<file path="src/include/csr_params.svh">
`ifndef CSR_PARAMS_SVH
`define CSR_PARAMS_SVH

// Machine-mode CSR addresses
`define CSR_MSTATUS   12'h300
`define CSR_MIE       12'h304
`define CSR_MTVEC     12'h305
`define CSR_MSCRATCH  12'h340
`define CSR_MEPC      12'h341
`define CSR_MCAUSE    12'h342

// Read-only counter halves
`define CSR_CYCLE     12'hC00
`define CSR_CYCLEH    12'hC80

// mstatus and mie bit positions
`define MSTATUS_MIE_BIT   3
`define MSTATUS_MPIE_BIT  7
`define MIE_MEIE_BIT      11

// Interrupt bit plus external machine interrupt code
`define MEI_CAUSE     32'h8000000B

// SYSTEM major opcode and the full mret word
`define OPCODE_SYSTEM 7'b1110011
`define INSTR_MRET    32'h30200073

`endif

</file>
<file path="src/hw/riscv_types_pkg.sv">
`default_nettype none

package riscv_types_pkg;

    // Data word, also used for pc and instruction
    typedef logic [31:0] word_t;

    // CSR address field, instr[31:20]
    typedef logic [11:0] csr_addr_t;

    // Register index for rd and rs1/zimm
    typedef logic [4:0] reg_idx_t;

    // Decoded CSR operation
    // Immediate forms fold into the same ops, the operand differs
    typedef enum logic [2:0] {
        CSR_NONE,
        CSR_RW,
        CSR_RS,
        CSR_RC,
        CSR_MRET
    } csr_op_e;

endpackage

`default_nettype wire

</file>
<file path="src/hw/trap_pkg.sv">
`default_nettype none

package trap_pkg;

    // Full mcause value, interrupt flag in the top bit
    typedef logic [31:0] cause_t;

    // Interrupt controller states
    // Save states run in order, one CSR write each
    typedef enum logic [2:0] {
        ST_IDLE,
        ST_SAVE_EPC,
        ST_SAVE_CAUSE,
        ST_SAVE_STATUS,
        ST_RESTORE
    } clint_state_e;

endpackage

`default_nettype wire

</file>
<file path="src/hw/csr_decode.sv">
`timescale 1ns/1ns
`default_nettype none

`include "csr_params.svh"

module csr_decode (
    input  logic                      clk,
    input  logic                      rst,
    input  logic                      instr_valid,
    input  riscv_types_pkg::word_t    instr,
    input  riscv_types_pkg::word_t    rs1_data,
    input  riscv_types_pkg::word_t    csr_rd,
    input  logic                      csr_we_ex,
    input  riscv_types_pkg::csr_addr_t csr_wa_ex,
    input  riscv_types_pkg::word_t    csr_wd_ex,
    output riscv_types_pkg::csr_addr_t csr_ra_id,
    output logic                      d_valid,
    output riscv_types_pkg::csr_op_e  d_op,
    output riscv_types_pkg::csr_addr_t d_addr,
    output riscv_types_pkg::reg_idx_t d_rd,
    output riscv_types_pkg::word_t    d_operand,
    output riscv_types_pkg::word_t    d_old,
    output logic                      d_src_zero
);
    import riscv_types_pkg::*;

    logic [6:0] opcode;
    logic [2:0] funct3;
    reg_idx_t   rd_field;
    reg_idx_t   rs1_field;
    csr_op_e    op_id;
    word_t      operand_id;
    word_t      old_id;

    // Instruction fields
    assign opcode    = instr[6:0];
    assign rd_field  = instr[11:7];
    assign funct3    = instr[14:12];
    assign rs1_field = instr[19:15];

    // CSR file read happens in ID
    assign csr_ra_id = instr[31:20];

    // Op decode, funct3[2] only picks the operand source
    always_comb begin
        op_id = CSR_NONE;
        if (opcode == `OPCODE_SYSTEM) begin
            if (instr == `INSTR_MRET) begin
                op_id = CSR_MRET;
            end else begin
                case (funct3[1:0])
                    2'b01:   op_id = CSR_RW;
                    2'b10:   op_id = CSR_RS;
                    2'b11:   op_id = CSR_RC;
                    default: op_id = CSR_NONE;
                endcase
            end
        end
    end

    // zimm is zero-extended
    assign operand_id = funct3[2] ? {27'b0, rs1_field} : rs1_data;

    // Bypass: EX writes at the coming edge, file still holds the stale value
    assign old_id = (csr_we_ex && (csr_wa_ex == csr_ra_id)) ? csr_wd_ex : csr_rd;

    // Only real CSR ops move on to EX
    always_ff @(posedge clk or posedge rst) begin
        if (rst) begin
            d_valid <= 1'b0;
        end else begin
            d_valid <= instr_valid && (op_id != CSR_NONE);
        end
    end

    always_ff @(posedge clk) begin
        if (instr_valid) begin
            d_op       <= op_id;
            d_addr     <= csr_ra_id;
            d_rd       <= rd_field;
            d_operand  <= operand_id;
            d_old      <= old_id;
            d_src_zero <= (rs1_field == 5'd0);
        end
    end

    // EX never sees a bubble marked valid
    assert property (@(posedge clk) disable iff (rst) d_valid |-> (d_op != CSR_NONE));

endmodule

`default_nettype wire

</file>
<file path="src/hw/csr_exec.sv">
`timescale 1ns/1ns
`default_nettype none

`include "csr_params.svh"

module csr_exec (
    input  logic                       clk,
    input  logic                       rst,
    input  logic                       d_valid,
    input  riscv_types_pkg::csr_op_e   d_op,
    input  riscv_types_pkg::csr_addr_t d_addr,
    input  riscv_types_pkg::reg_idx_t  d_rd,
    input  riscv_types_pkg::word_t     d_operand,
    input  riscv_types_pkg::word_t     d_old,
    input  logic                       d_src_zero,
    output logic                       csr_we_ex,
    output riscv_types_pkg::csr_addr_t csr_wa_ex,
    output riscv_types_pkg::word_t     csr_wd_ex,
    output logic                       mret_ex,
    output logic                       rd_valid,
    output riscv_types_pkg::reg_idx_t  rd_index,
    output riscv_types_pkg::word_t     rd_data
);
    import riscv_types_pkg::*;

    word_t new_val;
    logic  op_writes;
    logic  addr_held;
    logic  ret_op;

    // New CSR value
    always_comb begin
        case (d_op)
            CSR_RW:  new_val = d_operand;
            CSR_RS:  new_val = d_old | d_operand;
            CSR_RC:  new_val = d_old & ~d_operand;
            default: new_val = d_old;
        endcase
    end

    // Registers that actually exist in the file
    // Keeps the ID bypass from forwarding into cycle or unknown addresses
    always_comb begin
        case (d_addr)
            `CSR_MSTATUS, `CSR_MIE, `CSR_MTVEC,
            `CSR_MSCRATCH, `CSR_MEPC, `CSR_MCAUSE: addr_held = 1'b1;
            default:                               addr_held = 1'b0;
        endcase
    end

    // Set/clear with x0 or zimm 0 is a pure read
    assign op_writes = (d_op == CSR_RW) ||
                       (((d_op == CSR_RS) || (d_op == CSR_RC)) && !d_src_zero);
    assign ret_op    = (d_op == CSR_MRET);

    // Priority write port, also the bypass source for ID
    assign csr_we_ex = d_valid && op_writes && addr_held;
    assign csr_wa_ex = d_addr;
    assign csr_wd_ex = new_val;

    // Result strobe and mret pulse
    always_ff @(posedge clk or posedge rst) begin
        if (rst) begin
            rd_valid <= 1'b0;
            mret_ex  <= 1'b0;
        end else begin
            rd_valid <= d_valid && !ret_op;
            mret_ex  <= d_valid && ret_op;
        end
    end

    // Old value goes back to rd
    always_ff @(posedge clk) begin
        if (d_valid && !ret_op) begin
            rd_index <= d_rd;
            rd_data  <= d_old;
        end
    end

    // mret pulse lands in a cycle with no EX write, so the restore is not blocked
    assert property (@(posedge clk) disable iff (rst) !(csr_we_ex && mret_ex));

endmodule

`default_nettype wire

</file>
<file path="src/hw/csr_file.sv">
`timescale 1ns/1ns
`default_nettype none

`include "csr_params.svh"

module csr_file (
    input  logic                       clk,
    input  logic                       rst,
    input  logic                       csr_we_ex,
    input  riscv_types_pkg::csr_addr_t csr_wa_ex,
    input  riscv_types_pkg::word_t     csr_wd_ex,
    input  logic                       we_clint,
    input  riscv_types_pkg::csr_addr_t wa_clint,
    input  riscv_types_pkg::word_t     wd_clint,
    input  riscv_types_pkg::csr_addr_t csr_ra_id,
    output riscv_types_pkg::word_t     csr_rd,
    output riscv_types_pkg::word_t     clint_csr_mstatus,
    output riscv_types_pkg::word_t     clint_csr_mepc,
    output riscv_types_pkg::word_t     clint_csr_mtvec,
    output riscv_types_pkg::word_t     clint_csr_mie,
    output logic                       interrupt_enable
);
    import riscv_types_pkg::*;

    // Machine-mode registers
    logic [63:0] cycle_count;
    word_t       mtvec;
    word_t       mcause;
    word_t       mepc;
    word_t       mie;
    word_t       mstatus;
    word_t       mscratch;

    // Merged write port
    logic        we;
    csr_addr_t   wa;
    word_t       wd;

    // Free-running, never written
    always_ff @(posedge clk or posedge rst) begin
        if (rst) begin
            cycle_count <= 64'd0;
        end else begin
            cycle_count <= cycle_count + 64'd1;
        end
    end

    // EX first, controller only when EX is idle
    always_comb begin
        if (csr_we_ex) begin
            we = 1'b1;
            wa = csr_wa_ex;
            wd = csr_wd_ex;
        end else if (we_clint) begin
            we = 1'b1;
            wa = wa_clint;
            wd = wd_clint;
        end else begin
            we = 1'b0;
            wa = '0;
            wd = '0;
        end
    end

    // Unknown addresses drop the write
    always_ff @(posedge clk or posedge rst) begin
        if (rst) begin
            mtvec    <= '0;
            mcause   <= '0;
            mepc     <= '0;
            mie      <= '0;
            mstatus  <= '0;
            mscratch <= '0;
        end else if (we) begin
            case (wa)
                `CSR_MTVEC:    mtvec    <= wd;
                `CSR_MCAUSE:   mcause   <= wd;
                `CSR_MEPC:     mepc     <= wd;
                `CSR_MIE:      mie      <= wd;
                `CSR_MSTATUS:  mstatus  <= wd;
                `CSR_MSCRATCH: mscratch <= wd;
                default:       ;
            endcase
        end
    end

    // ID read port, zero for anything unmapped
    always_comb begin
        case (csr_ra_id)
            `CSR_CYCLE:    csr_rd = cycle_count[31:0];
            `CSR_CYCLEH:   csr_rd = cycle_count[63:32];
            `CSR_MTVEC:    csr_rd = mtvec;
            `CSR_MCAUSE:   csr_rd = mcause;
            `CSR_MEPC:     csr_rd = mepc;
            `CSR_MIE:      csr_rd = mie;
            `CSR_MSTATUS:  csr_rd = mstatus;
            `CSR_MSCRATCH: csr_rd = mscratch;
            default:       csr_rd = '0;
        endcase
    end

    // Direct taps for the controller
    assign clint_csr_mstatus = mstatus;
    assign clint_csr_mepc    = mepc;
    assign clint_csr_mtvec   = mtvec;
    assign clint_csr_mie     = mie;

    // Global enable
    assign interrupt_enable  = mstatus[`MSTATUS_MIE_BIT];

endmodule

`default_nettype wire

</file>
<file path="src/hw/clint.sv">
`timescale 1ns/1ns
`default_nettype none

`include "csr_params.svh"

module clint (
    input  logic                       clk,
    input  logic                       rst,
    input  logic                       irq,
    input  riscv_types_pkg::word_t     pc,
    input  logic                       mret_ex,
    input  logic                       csr_we_ex,
    input  riscv_types_pkg::word_t     clint_csr_mstatus,
    input  riscv_types_pkg::word_t     clint_csr_mepc,
    input  riscv_types_pkg::word_t     clint_csr_mtvec,
    input  riscv_types_pkg::word_t     clint_csr_mie,
    input  logic                       interrupt_enable,
    output logic                       we_clint,
    output riscv_types_pkg::csr_addr_t wa_clint,
    output riscv_types_pkg::word_t     wd_clint,
    output logic                       redirect_valid,
    output riscv_types_pkg::word_t     redirect_pc
);
    import riscv_types_pkg::*;
    import trap_pkg::*;

    clint_state_e state;
    clint_state_e state_next;
    word_t        saved_pc;
    logic         irq_taken;
    logic         step;
    logic         finishing;

    // Global MIE and the MEIE bit both gate the line
    assign irq_taken = irq && interrupt_enable && clint_csr_mie[`MIE_MEIE_BIT];

    // Hold everything while EX owns the port
    assign step = !csr_we_ex;

    // Last write of either sequence goes through
    assign finishing = step && ((state == ST_SAVE_STATUS) || (state == ST_RESTORE));

    // mstatus edits start from the live value
    always_comb begin
        we_clint = 1'b1;
        wa_clint = `CSR_MSTATUS;
        wd_clint = clint_csr_mstatus;
        case (state)
            ST_SAVE_EPC: begin
                wa_clint = `CSR_MEPC;
                wd_clint = saved_pc;
            end
            ST_SAVE_CAUSE: begin
                wa_clint = `CSR_MCAUSE;
                wd_clint = cause_t'(`MEI_CAUSE);
            end
            ST_SAVE_STATUS: begin
                // Stash MIE in MPIE and mask further interrupts
                wd_clint[`MSTATUS_MPIE_BIT] = clint_csr_mstatus[`MSTATUS_MIE_BIT];
                wd_clint[`MSTATUS_MIE_BIT]  = 1'b0;
            end
            ST_RESTORE: begin
                wd_clint[`MSTATUS_MIE_BIT]  = clint_csr_mstatus[`MSTATUS_MPIE_BIT];
                wd_clint[`MSTATUS_MPIE_BIT] = 1'b1;
            end
            default: begin
                we_clint = 1'b0;
                wa_clint = '0;
                wd_clint = '0;
            end
        endcase
    end

    // mret wins over a pending interrupt
    always_comb begin
        state_next = state;
        case (state)
            ST_IDLE: begin
                if (mret_ex) begin
                    state_next = ST_RESTORE;
                end else if (irq_taken) begin
                    state_next = ST_SAVE_EPC;
                end
            end
            ST_SAVE_EPC:    if (step) state_next = ST_SAVE_CAUSE;
            ST_SAVE_CAUSE:  if (step) state_next = ST_SAVE_STATUS;
            ST_SAVE_STATUS: if (step) state_next = ST_IDLE;
            ST_RESTORE:     if (step) state_next = ST_IDLE;
            default:        state_next = ST_IDLE;
        endcase
    end

    always_ff @(posedge clk or posedge rst) begin
        if (rst) begin
            state          <= ST_IDLE;
            redirect_valid <= 1'b0;
        end else begin
            state          <= state_next;
            redirect_valid <= finishing;
        end
    end

    // Trap pc capture and redirect target
    always_ff @(posedge clk) begin
        if ((state == ST_IDLE) && !mret_ex && irq_taken) begin
            saved_pc <= pc;
        end
        if (finishing) begin
            redirect_pc <= (state == ST_RESTORE) ? clint_csr_mepc : clint_csr_mtvec;
        end
    end

    // Redirects never merge since each sequence writes at least once
    assert property (@(posedge clk) disable iff (rst) redirect_valid |=> !redirect_valid);

endmodule

`default_nettype wire

</file>
<file path="src/hw/csr_unit.sv">
`timescale 1ns/1ns
`default_nettype none

module csr_unit (
    input  logic                      clk,
    input  logic                      rst,
    input  logic                      instr_valid,
    input  riscv_types_pkg::word_t    instr,
    input  riscv_types_pkg::word_t    rs1_data,
    input  riscv_types_pkg::word_t    pc,
    input  logic                      irq,
    output logic                      rd_valid,
    output riscv_types_pkg::reg_idx_t rd_index,
    output riscv_types_pkg::word_t    rd_data,
    output logic                      redirect_valid,
    output riscv_types_pkg::word_t    redirect_pc
);
    import riscv_types_pkg::*;

    // ID read port
    csr_addr_t csr_ra_id;
    word_t     csr_rd;

    // ID to EX
    logic      d_valid;
    csr_op_e   d_op;
    csr_addr_t d_addr;
    reg_idx_t  d_rd;
    word_t     d_operand;
    word_t     d_old;
    logic      d_src_zero;

    // EX write port, also the bypass
    logic      csr_we_ex;
    csr_addr_t csr_wa_ex;
    word_t     csr_wd_ex;
    logic      mret_ex;

    // Controller write port and CSR taps
    logic      we_clint;
    csr_addr_t wa_clint;
    word_t     wd_clint;
    word_t     clint_csr_mstatus;
    word_t     clint_csr_mepc;
    word_t     clint_csr_mtvec;
    word_t     clint_csr_mie;
    logic      interrupt_enable;

    // Port names match the wires one to one
    csr_decode csr_decode_inst (.*);
    csr_exec   csr_exec_inst   (.*);
    csr_file   csr_file_inst   (.*);
    clint      clint_inst      (.*);

endmodule

`default_nettype wire

</file>
<file path="config.mk">
export PLATFORM = sky130hd
export DESIGN_NAME = csr_unit
export DESIGN_NICKNAME = d
export VERILOG_FILES = /design/src/hw/riscv_types_pkg.sv /design/src/hw/trap_pkg.sv /design/src/hw/csr_decode.sv /design/src/hw/csr_exec.sv /design/src/hw/csr_file.sv /design/src/hw/clint.sv /design/src/hw/csr_unit.sv
export VERILOG_INCLUDE_DIRS = /design/src /design/src/include
export SDC_FILE = /design/constraint.sdc
export NUM_CORES = 1
export LEC_CHECK = 0
export ABC_CLOCK_PERIOD_IN_PS = 10200
export BUFFER_PORTS_ARGS = -buffer_cell sky130_fd_sc_hd__buf_2
export CAP_MARGIN = 20
export CORE_ASPECT_RATIO = 1.2
export CORE_MARGIN = 8
export CORE_UTILIZATION = 45
export CTS_CLUSTER_DIAMETER = 30
export DETAILED_ROUTE_END_ITERATION = 7
export GPL_TIMING_DRIVEN = 0
export MAX_ROUTING_LAYER = met4
export PLACE_DENSITY = 0.7
export SETUP_SLACK_MARGIN = 0.02
export SYNTH_ARGS = -nofsm -noshare
export SYNTH_HDL_FRONTEND = slang
export SYNTH_SLANG_ARGS = --single-unit
</file>
<file path="constraint.sdc">
create_clock -name clk -period 10.2 [get_ports clk]
set_input_delay 1.53 -clock clk [delete_from_list [all_inputs] [get_ports clk]]
set_output_delay 1.53 -clock clk [all_outputs]
set_load 0.05 [all_outputs]
</file>
==> results.txt, run 1 <==
status -> complete, but fails checks
failing checks -> design-rule violations
max-cap viol count -> 0
htree depth -> 3
CTS tree -> done
slowest stage delay, CP -> 870 ps
Syn Nets -> 1766
CP Class -> in -> reg
clock sinks -> 449
WL/cell -> 26.6 um
Slew Limit Fails -> 0
R2R Path Start -> clint_inst.state[1]
post-synthesis sequential area ratio -> 57.8%
worst rel slew slack -> 20.1%
CP Launch Type -> input port
die area -> 54000 um2
Ys Warns -> 0
Initial Util -> 45.2%
Hold Path Class -> reg -> reg
hpwl dp -> 50.0 mm
Hold Crit Depth -> 0
crit path launch -> instr[20]
Rows -> 87
Die H -> 253 um
Most Frequent Cell on Critical Path -> buf_2
vias -> 16000
final period demand of the worst path -> 4280 ps
DP Area -> 22900 um2
dpl ws -> 5400 ps
CTS root buf -> clkbuf_16
critical-path cell list -> buf_2 > clkbuf_1 > buf_1 > buf_2 > mux2i_1 > o21ai_0 > a221oi_1 > o22ai_1
Die X -> 213 um
Post-CTS Setup Inserts -> 0
pwr/cell area -> 197 nW/um2
initial antenna violation count -> 0
Final #Nets -> 2041
Setup WS post-layout -> 5920 ps
most common cell after layout, fill and taps aside -> dfrtp_1
antenna cells -> 0
FMAX -> 233 MHz
Worst Path Arrival -> 4610 ps
maximum root-to-sink buffer count -> 3
port bufs -> 170
commonest non-fill, non-tap cells in the layout -> dfrtp_1 (263), buf_2 (195), edfxtp_1 (186), mux2_2 (145), nand2_1 (139)
largest area contributor in the netlist -> dfrtp_1
CP Max Fanout -> 10
post-synth top area share -> 31.3%
setup repair after global routing missed its margin -> no
vias in the first global route -> 16500
# placed instances -> 2472
Area growth syn-to-layout -> 24.0%
period utilization -> 42.0%
Yosys cell types -> 72
Worst-Skew Late Latency -> 610 ps
WL final -> 70.2 mm
GPL Wtd Cong -> 0.994
CORE AREA -> 46600 um2
CTS Hold Bufs -> 0
Slew @ Worst Pin -> 1200 ps
Max VDD drop -> 0.122 mV
Mapped Cells -> 1665
R2R depth -> 7
Synth Cell Area -> 21000 um2
Setup Viol. Count Final -> 0
Starting DRT DRC Count -> 1868
hold path startpoint -> csr_decode_inst.d_rd[2]
fin cells -> 2638
slowest stage cell, crit path -> buf_1
Synth area leaders -> dfrtp_1 (31%), edfxtp_1 (27%), mux2_2 (7.8%)
I/O pin total -> 171
R2R Setup Slk -> 6830 ps
Post-synth EDFFs -> 186
Crit path required time -> 10520 ps
Fin. Hold Viols -> 0
main flop type after synthesis -> dfrtp_1
final core utilization -> 56.0%
antenna viol nets, final -> 0
first-pass GRT wire length -> 103 mm
vias per cell -> 6.07
pin count of the biggest net entering global routing -> 132
TNS Setup -> 0 ps
# DRC -> 1
drt first pass iters -> 8
crit end category -> register
cts repair resizes -> 0
Hold Path Sink -> csr_exec_inst.rd_index[2]
grt ovf -> 0
Mean Syn Cell Area -> 12.6 um2
async set-or-reset flop fraction in the synthesized netlist -> 58.6%
Synth Register Bits -> 449
Reg clk slew, reported paths -> 60 ps
cts bufs inserted -> 88
fin area -> 26100 um2
share of cells above drive strength 1 -> 27.3%
worst r2r dst -> clint_inst.redirect_pc[10]
total global-route track usage -> 26.5%
Setup Skew -> 20.2 ps
leakage power -> 10.9 nW
## per-layer routing
metal / track usage [%] / vias to the layer above / wire length [um]
met5: - / - / 0
li1: - / 6893 / -
met3: 5.31 / 199 / 5960
met1: 32.0 / 8068 / 27200
met4: 13.4 / 0 / 3320
met2: 41.9 / 853 / 33700
## worst max-delay path: cells and delay by family
kind / cells / cell delay (ps)
AOI/OAI and AO/OA: 3 / 830
buffers and inverters: 4 / 2000
muxes: 1 / 240
## logic make-up (layout without fill, tap and decap cells)
logic type | count (synthesis) | after routing | synth area share [%]
buf+inv | 121 | 471 | 2.57
flops | 449 | 449 | 57.8
mux | 327 | 327 | 16.8
fa+ha+maj | 1 | 1 | 0.0594
xor+xnor | 75 | 75 | 3.12
compound gates | 302 | 302 | 10.1
simple gates | 390 | 390 | 9.53
## how the worst max path moves through the flow
stage | to | slack, ps
floorplan | clint_inst.redirect_valid | 1430
global placement | csr_exec_inst.rd_valid | -1670
detailed placement | csr_decode_inst.d_old[5] | 5400
CTS | csr_decode_inst.d_old[5] | 6020
global route | csr_decode_inst.d_old[5] | 5880
finish | csr_decode_inst.d_old[5] | 5920
## metrics by stage
| step | hold WS, ps | total power [W] |
|---|---|---|
| 6_report | 410 | 0.00513 |
| 2_1_floorplan | 400 | 0.00204 |
| 5_1_grt | 429 | 0.00525 |
| 3_3_place_gp | 405 | 0.00212 |
| 4_1_cts | 412 | 0.00515 |
| 3_5_place_dp | 408 | 0.00213 |
## registers in the layout, summed over array words and instances, names as in the netlist, 3 cells and up
| signal | cells |
|---|---|
| csr_decode_inst.d_rd | 5 |
| csr_file_inst.clint_csr_mstatus | 32 |
| csr_file_inst.clint_csr_mepc | 32 |
| csr_file_inst.clint_csr_mtvec | 32 |
| csr_file_inst.cycle_count | 64 |
| csr_decode_inst.d_op | 3 |
| clint_inst.state | 3 |
| csr_file_inst.clint_csr_mie | 32 |
| csr_exec_inst.rd_index | 5 |
| clint_inst.saved_pc | 32 |
| csr_file_inst.mscratch | 32 |
| csr_decode_inst.d_operand | 32 |
| csr_decode_inst.d_addr | 12 |
| csr_exec_inst.rd_data | 32 |
| csr_file_inst.mcause | 32 |
| csr_decode_inst.d_old | 32 |
| clint_inst.redirect_pc | 32 |
## report_power, final
group	leakage (nW)	total, W	switching, W	internal, W
clock network	1.55	0.00303	0.000997	0.00204
registers	5.35	0.00193	0.0000159	0.00191
logic	3.97	0.000174	0.000115	0.0000590
## layout make-up
cell class / instances / area, um2
Buffer: 108 / 493
Clock buffer: 115 / 2610
Clock inverter: 50 / 557
Fill cell: 3843 / 20500
Inverter: 13 / 56.3
Multi-Input combinational cell: 1095 / 8380
Sequential cell: 449 / 12200
Tap cell: 623 / 779
Timing Repair Buffer: 185 / 1060
## Yosys cell counts, drive strengths merged, types with 4 or more instances
cell type	number
a211oi	13
a21boi	11
a21oi	17
a221oi	4
a222oi	32
a22oi	32
a32oi	4
and2	5
and3	20
and4	9
buf	41
clkbuf	67
dfrtp	263
edfxtp	186
inv	13
mux2	201
mux2i	126
nand2	140
nand3	36
nand4	27
nand4b	4
nor2	48
nor2b	34
nor3	20
nor4	12
o21ai	94
o221ai	8
o22ai	32
o2bb2ai	30
o32ai	4
or2	11
or3	4
xnor2	61
xor2	14
No activity file was read; power rests on OpenSTA's default activity.
==> run 2, diff against run 1 <==
--- a/config.mk
+++ b/config.mk
@@ -6,7 +6,7 @@
 export SDC_FILE = /design/constraint.sdc
 export NUM_CORES = 1
 export LEC_CHECK = 0
-export ABC_CLOCK_PERIOD_IN_PS = 10200
+export ABC_CLOCK_PERIOD_IN_PS = 3500
 export BUFFER_PORTS_ARGS = -buffer_cell sky130_fd_sc_hd__buf_2
 export CAP_MARGIN = 20
 export CORE_ASPECT_RATIO = 1.2
@@ -16,7 +16,7 @@
 export DETAILED_ROUTE_END_ITERATION = 7
 export GPL_TIMING_DRIVEN = 0
 export MAX_ROUTING_LAYER = met4
-export PLACE_DENSITY = 0.7
+export PLACE_DENSITY = 0.72
 export SETUP_SLACK_MARGIN = 0.02
 export SYNTH_ARGS = -nofsm -noshare
 export SYNTH_HDL_FRONTEND = slang
==> constraint.sdc (replaced) <==
create_clock -name clk -period 3.5 [get_ports clk]
set_input_delay 0.525 -clock clk [delete_from_list [all_inputs] [get_ports clk]]
set_output_delay 0.525 -clock clk [all_outputs]
set_load 0.05 [all_outputs]
==> run 2 against run 1 <==
  * The run now ends clean
  * Clock-buffer cell count decreased by 23
  * Non-clock buffer count increased by 3
  * Sequential power increased to 2.9 times the previous value
  * Register-to-register slack got worse by 6800 ps
==> results.txt, run 2 (same netlist as run 1, synthesis figures left out) <==
drt first pass iters -> 5 (-3)
cts repair resizes -> 0 (unchanged)
Starting DRT DRC Count -> 1757 (-5.9%)
Worst-Skew Late Latency -> 630 ps (+20 ps)
htree depth -> 3 (unchanged)
Sw Ratio -> 23.6% (+1.6 points)
Worst Path Arrival -> 3740 ps (-870 ps)
leakage power -> 10.7 nW (-1.7%)
antenna cells -> 0 (unchanged)
commonest non-fill, non-tap cells in the layout -> dfrtp_1 (263), buf_2 (193), edfxtp_1 (186), mux2_2 (145), nand2_1 (139)
Switch Pwr -> 0.00332 W (+190%)
CTS root buf -> clkbuf_16
Setup Skew -> 22.6 ps (+2.33 ps)
Comb pwr share -> 3.7% (+0.3 points)
max-cap viol count -> 0 (unchanged)
Setup Viol. Count Final -> 0 (unchanged)
CP Max Fanout -> 17 (+7)
CTS tree -> done
Levels on crit path -> 7 (-1)
Hold Crit Depth -> 1 (+1)
share of cells above drive strength 1 -> 26.8% (-0.46 points)
clock network fraction of total power -> 56.4% (-2.7 points)
FMAX -> 292 MHz
CORE AREA -> 46600 um2 (unchanged)
Hold Path Class -> in -> reg
Reg clk slew, reported paths -> 50 ps (about the same)
slowest stage cell, crit path -> nor3b_1
Largest Register -> csr_file_inst.cycle_count
CP Class -> reg -> reg
Crit path required time -> 3820 ps (-6700 ps)
critical-path cell list -> nor3b_1 > buf_4 > a21o_1 > buf_2 > buf_2 > and2_2 > buf_16
max reg flops -> 64 (unchanged)
Max VDD drop -> 0.427 mV (+250%)
R2R Path Start -> clint_inst.state[0]
pwr/cell area -> 544 nW/um2 (+180%)
cell internal pwr -> 0.0107 W (+170%)
total global-route track usage -> 26.2% (-0.32 points)
maximum root-to-sink buffer count -> 3 (unchanged)
Design Power -> 0.0140 W (+170%)
most common cell after layout, fill and taps aside -> dfrtp_1
antenna viol nets, final -> 0 (unchanged)
Rows -> 87 (unchanged)
Fin. Hold Viols -> 0 (unchanged)
Initial Util -> 45.2% (unchanged)
worst r2r dst -> clint_inst.redirect_pc[9]
CP Buf/Inv Count -> 4 (unchanged)
Flop pwr share -> 39.9% (+2.4 points)
delay-heaviest family, CP -> buffers and inverters
vias in the first global route -> 16300 (-0.80%)
vias per cell -> 6.10 (+0.44%)
Slew @ Worst Pin -> 1170 ps (-26.0 ps)
period utilization -> 97.9%
WL/cell -> 26.5 um (-0.57%)
worst rel slew slack -> 21.1% (+1.0 points)
vias -> 16000 (+0.056%)
crit end category -> register
I/O pin total -> 171 (unchanged)
slowest stage delay, CP -> 670 ps (-200 ps)
first-pass GRT wire length -> 102 mm (-1.2%)
CP Launch Type -> register
hpwl dp -> 50.1 mm (+0.30%)
grt ovf -> 0 (unchanged)
Die X -> 213 um (unchanged)
port bufs -> 170 (unchanged)
final period demand of the worst path -> 3430 ps
clock sinks -> 449 (unchanged)
# placed instances -> 2474 (+0.081%)
Area growth syn-to-layout -> 22.6%
Final #Nets -> 2037 (-0.20%)
# DRC -> 0 (-1)
pin count of the biggest net entering global routing -> 74 (-44%)
die area -> 54000 um2 (unchanged)
Most Frequent Cell on Critical Path -> buf_2
status -> completed
Hold Path Sink -> clint_inst.saved_pc[28]
WL final -> 69.6 mm (-0.95%)
R2R Setup Slk -> 70 ps (-6760 ps)
hold path startpoint -> pc[28]
initial antenna violation count -> 0 (unchanged)
fin cells -> 2628 (-0.38%)
setup repair after global routing missed its margin -> no
Slew Limit Fails -> 0 (unchanged)
R2R depth -> 7 (unchanged)
GPL Wtd Cong -> 0.987 (-0.63%)
cts bufs inserted -> 81 (-8.0%)
Die H -> 253 um (unchanged)
## run 2: changes by cell type in the layout (fill, tap and decap cells not counted), sizes merged
cell / delta
clkinvlp: +2
bufinv: -2
dlygate4sd3: +1
clkbuf: -23
clkinv: +9
inv: +1
buf: +2
## run 2: worst max path at each step
| stage | from | to | slack (ps) |
|---|---|---|---|
| floorplan | rst | clint_inst.redirect_valid | -490 |
| global placement | rst | csr_exec_inst.rd_valid | -2180 |
| detailed placement | instr[20] | csr_decode_inst.d_old[5] | -240 |
| CTS | clint_inst.state[0] | clint_inst.redirect_pc[15] | 200 |
| global route | clint_inst.state[0] | clint_inst.redirect_pc[11] | 80 |
| finish | clint_inst.state[0] | clint_inst.redirect_pc[9] | 70 |
## run 2: repair_timing
item,4_1_cts,5_1_grt
buffers inserted,0,0
hold buffers,1,0
endpoints found under the hold margin,3,0
## run 2: power by group through the flow
| stage | Sequential (W) | Clock [W] | Combinational [W] |
|---|---|---|---|
| 2_1_floorplan | 0.00569 | 0 | 0.000261 |
| 3_3_place_gp | 0.00570 | 0 | 0.000470 |
| 3_5_place_dp | 0.00570 | 0 | 0.000506 |
| 4_1_cts | 0.00561 | 0.00798 | 0.000509 |
| 5_1_grt | 0.00561 | 0.00820 | 0.000546 |
| 6_report | 0.00561 | 0.00792 | 0.000514 |
## run 2: area by class of cell
cell class	count	area [um2]
fill	3833	20800
clock buffer	92	2120
multi-input combinational	1095	8390
inverter	13	52.6
timing repair buffer	188	1150
sequential	449	12200
clock inverter	60	666
buffer	108	493
tap	623	779
## run 2: stage by stage
| step | area (um2) | TNS (ps) | utilization [%] | hold WS (ps) | setup WS, ps |
|---|---|---|---|---|---|
| global placement | 22700 | -643420 | 48.7 | 407 | -2180 |
| CTS | 25800 | 0 | 55.4 | 59.5 | 203 |
| floorplan | 21100 | -130060 | - | 400 | -495 |
| finish | 25800 | 0 | 55.4 | 79.1 | 73.5 |
| global route | 25800 | 0 | 55.4 | 73.2 | 75.0 |
| detailed placement | 23000 | -883 | 49.4 | 408 | -242 |
## run 2: routing by layer
| metal | GRT usage (%) | wire length, um |
|---|---|---|
| met3 | 5.68 | 5850 |
| met4 | 14.3 | 4110 |
| met1 | 31.0 | 26900 |
| met2 | 41.2 | 32700 |
| met5 | - | 0 |
## run 2: worst reg2reg max path, delay by kind of cell, from the launching register on
| family | cells | cell delay (ps) |
|---|---|---|
| DFF | 1 | 380 |
| buffers and inverters | 4 | 1320 |
| and+or+nand+nor | 2 | 1290 |
| AOI/OAI and AO/OA | 1 | 110 |
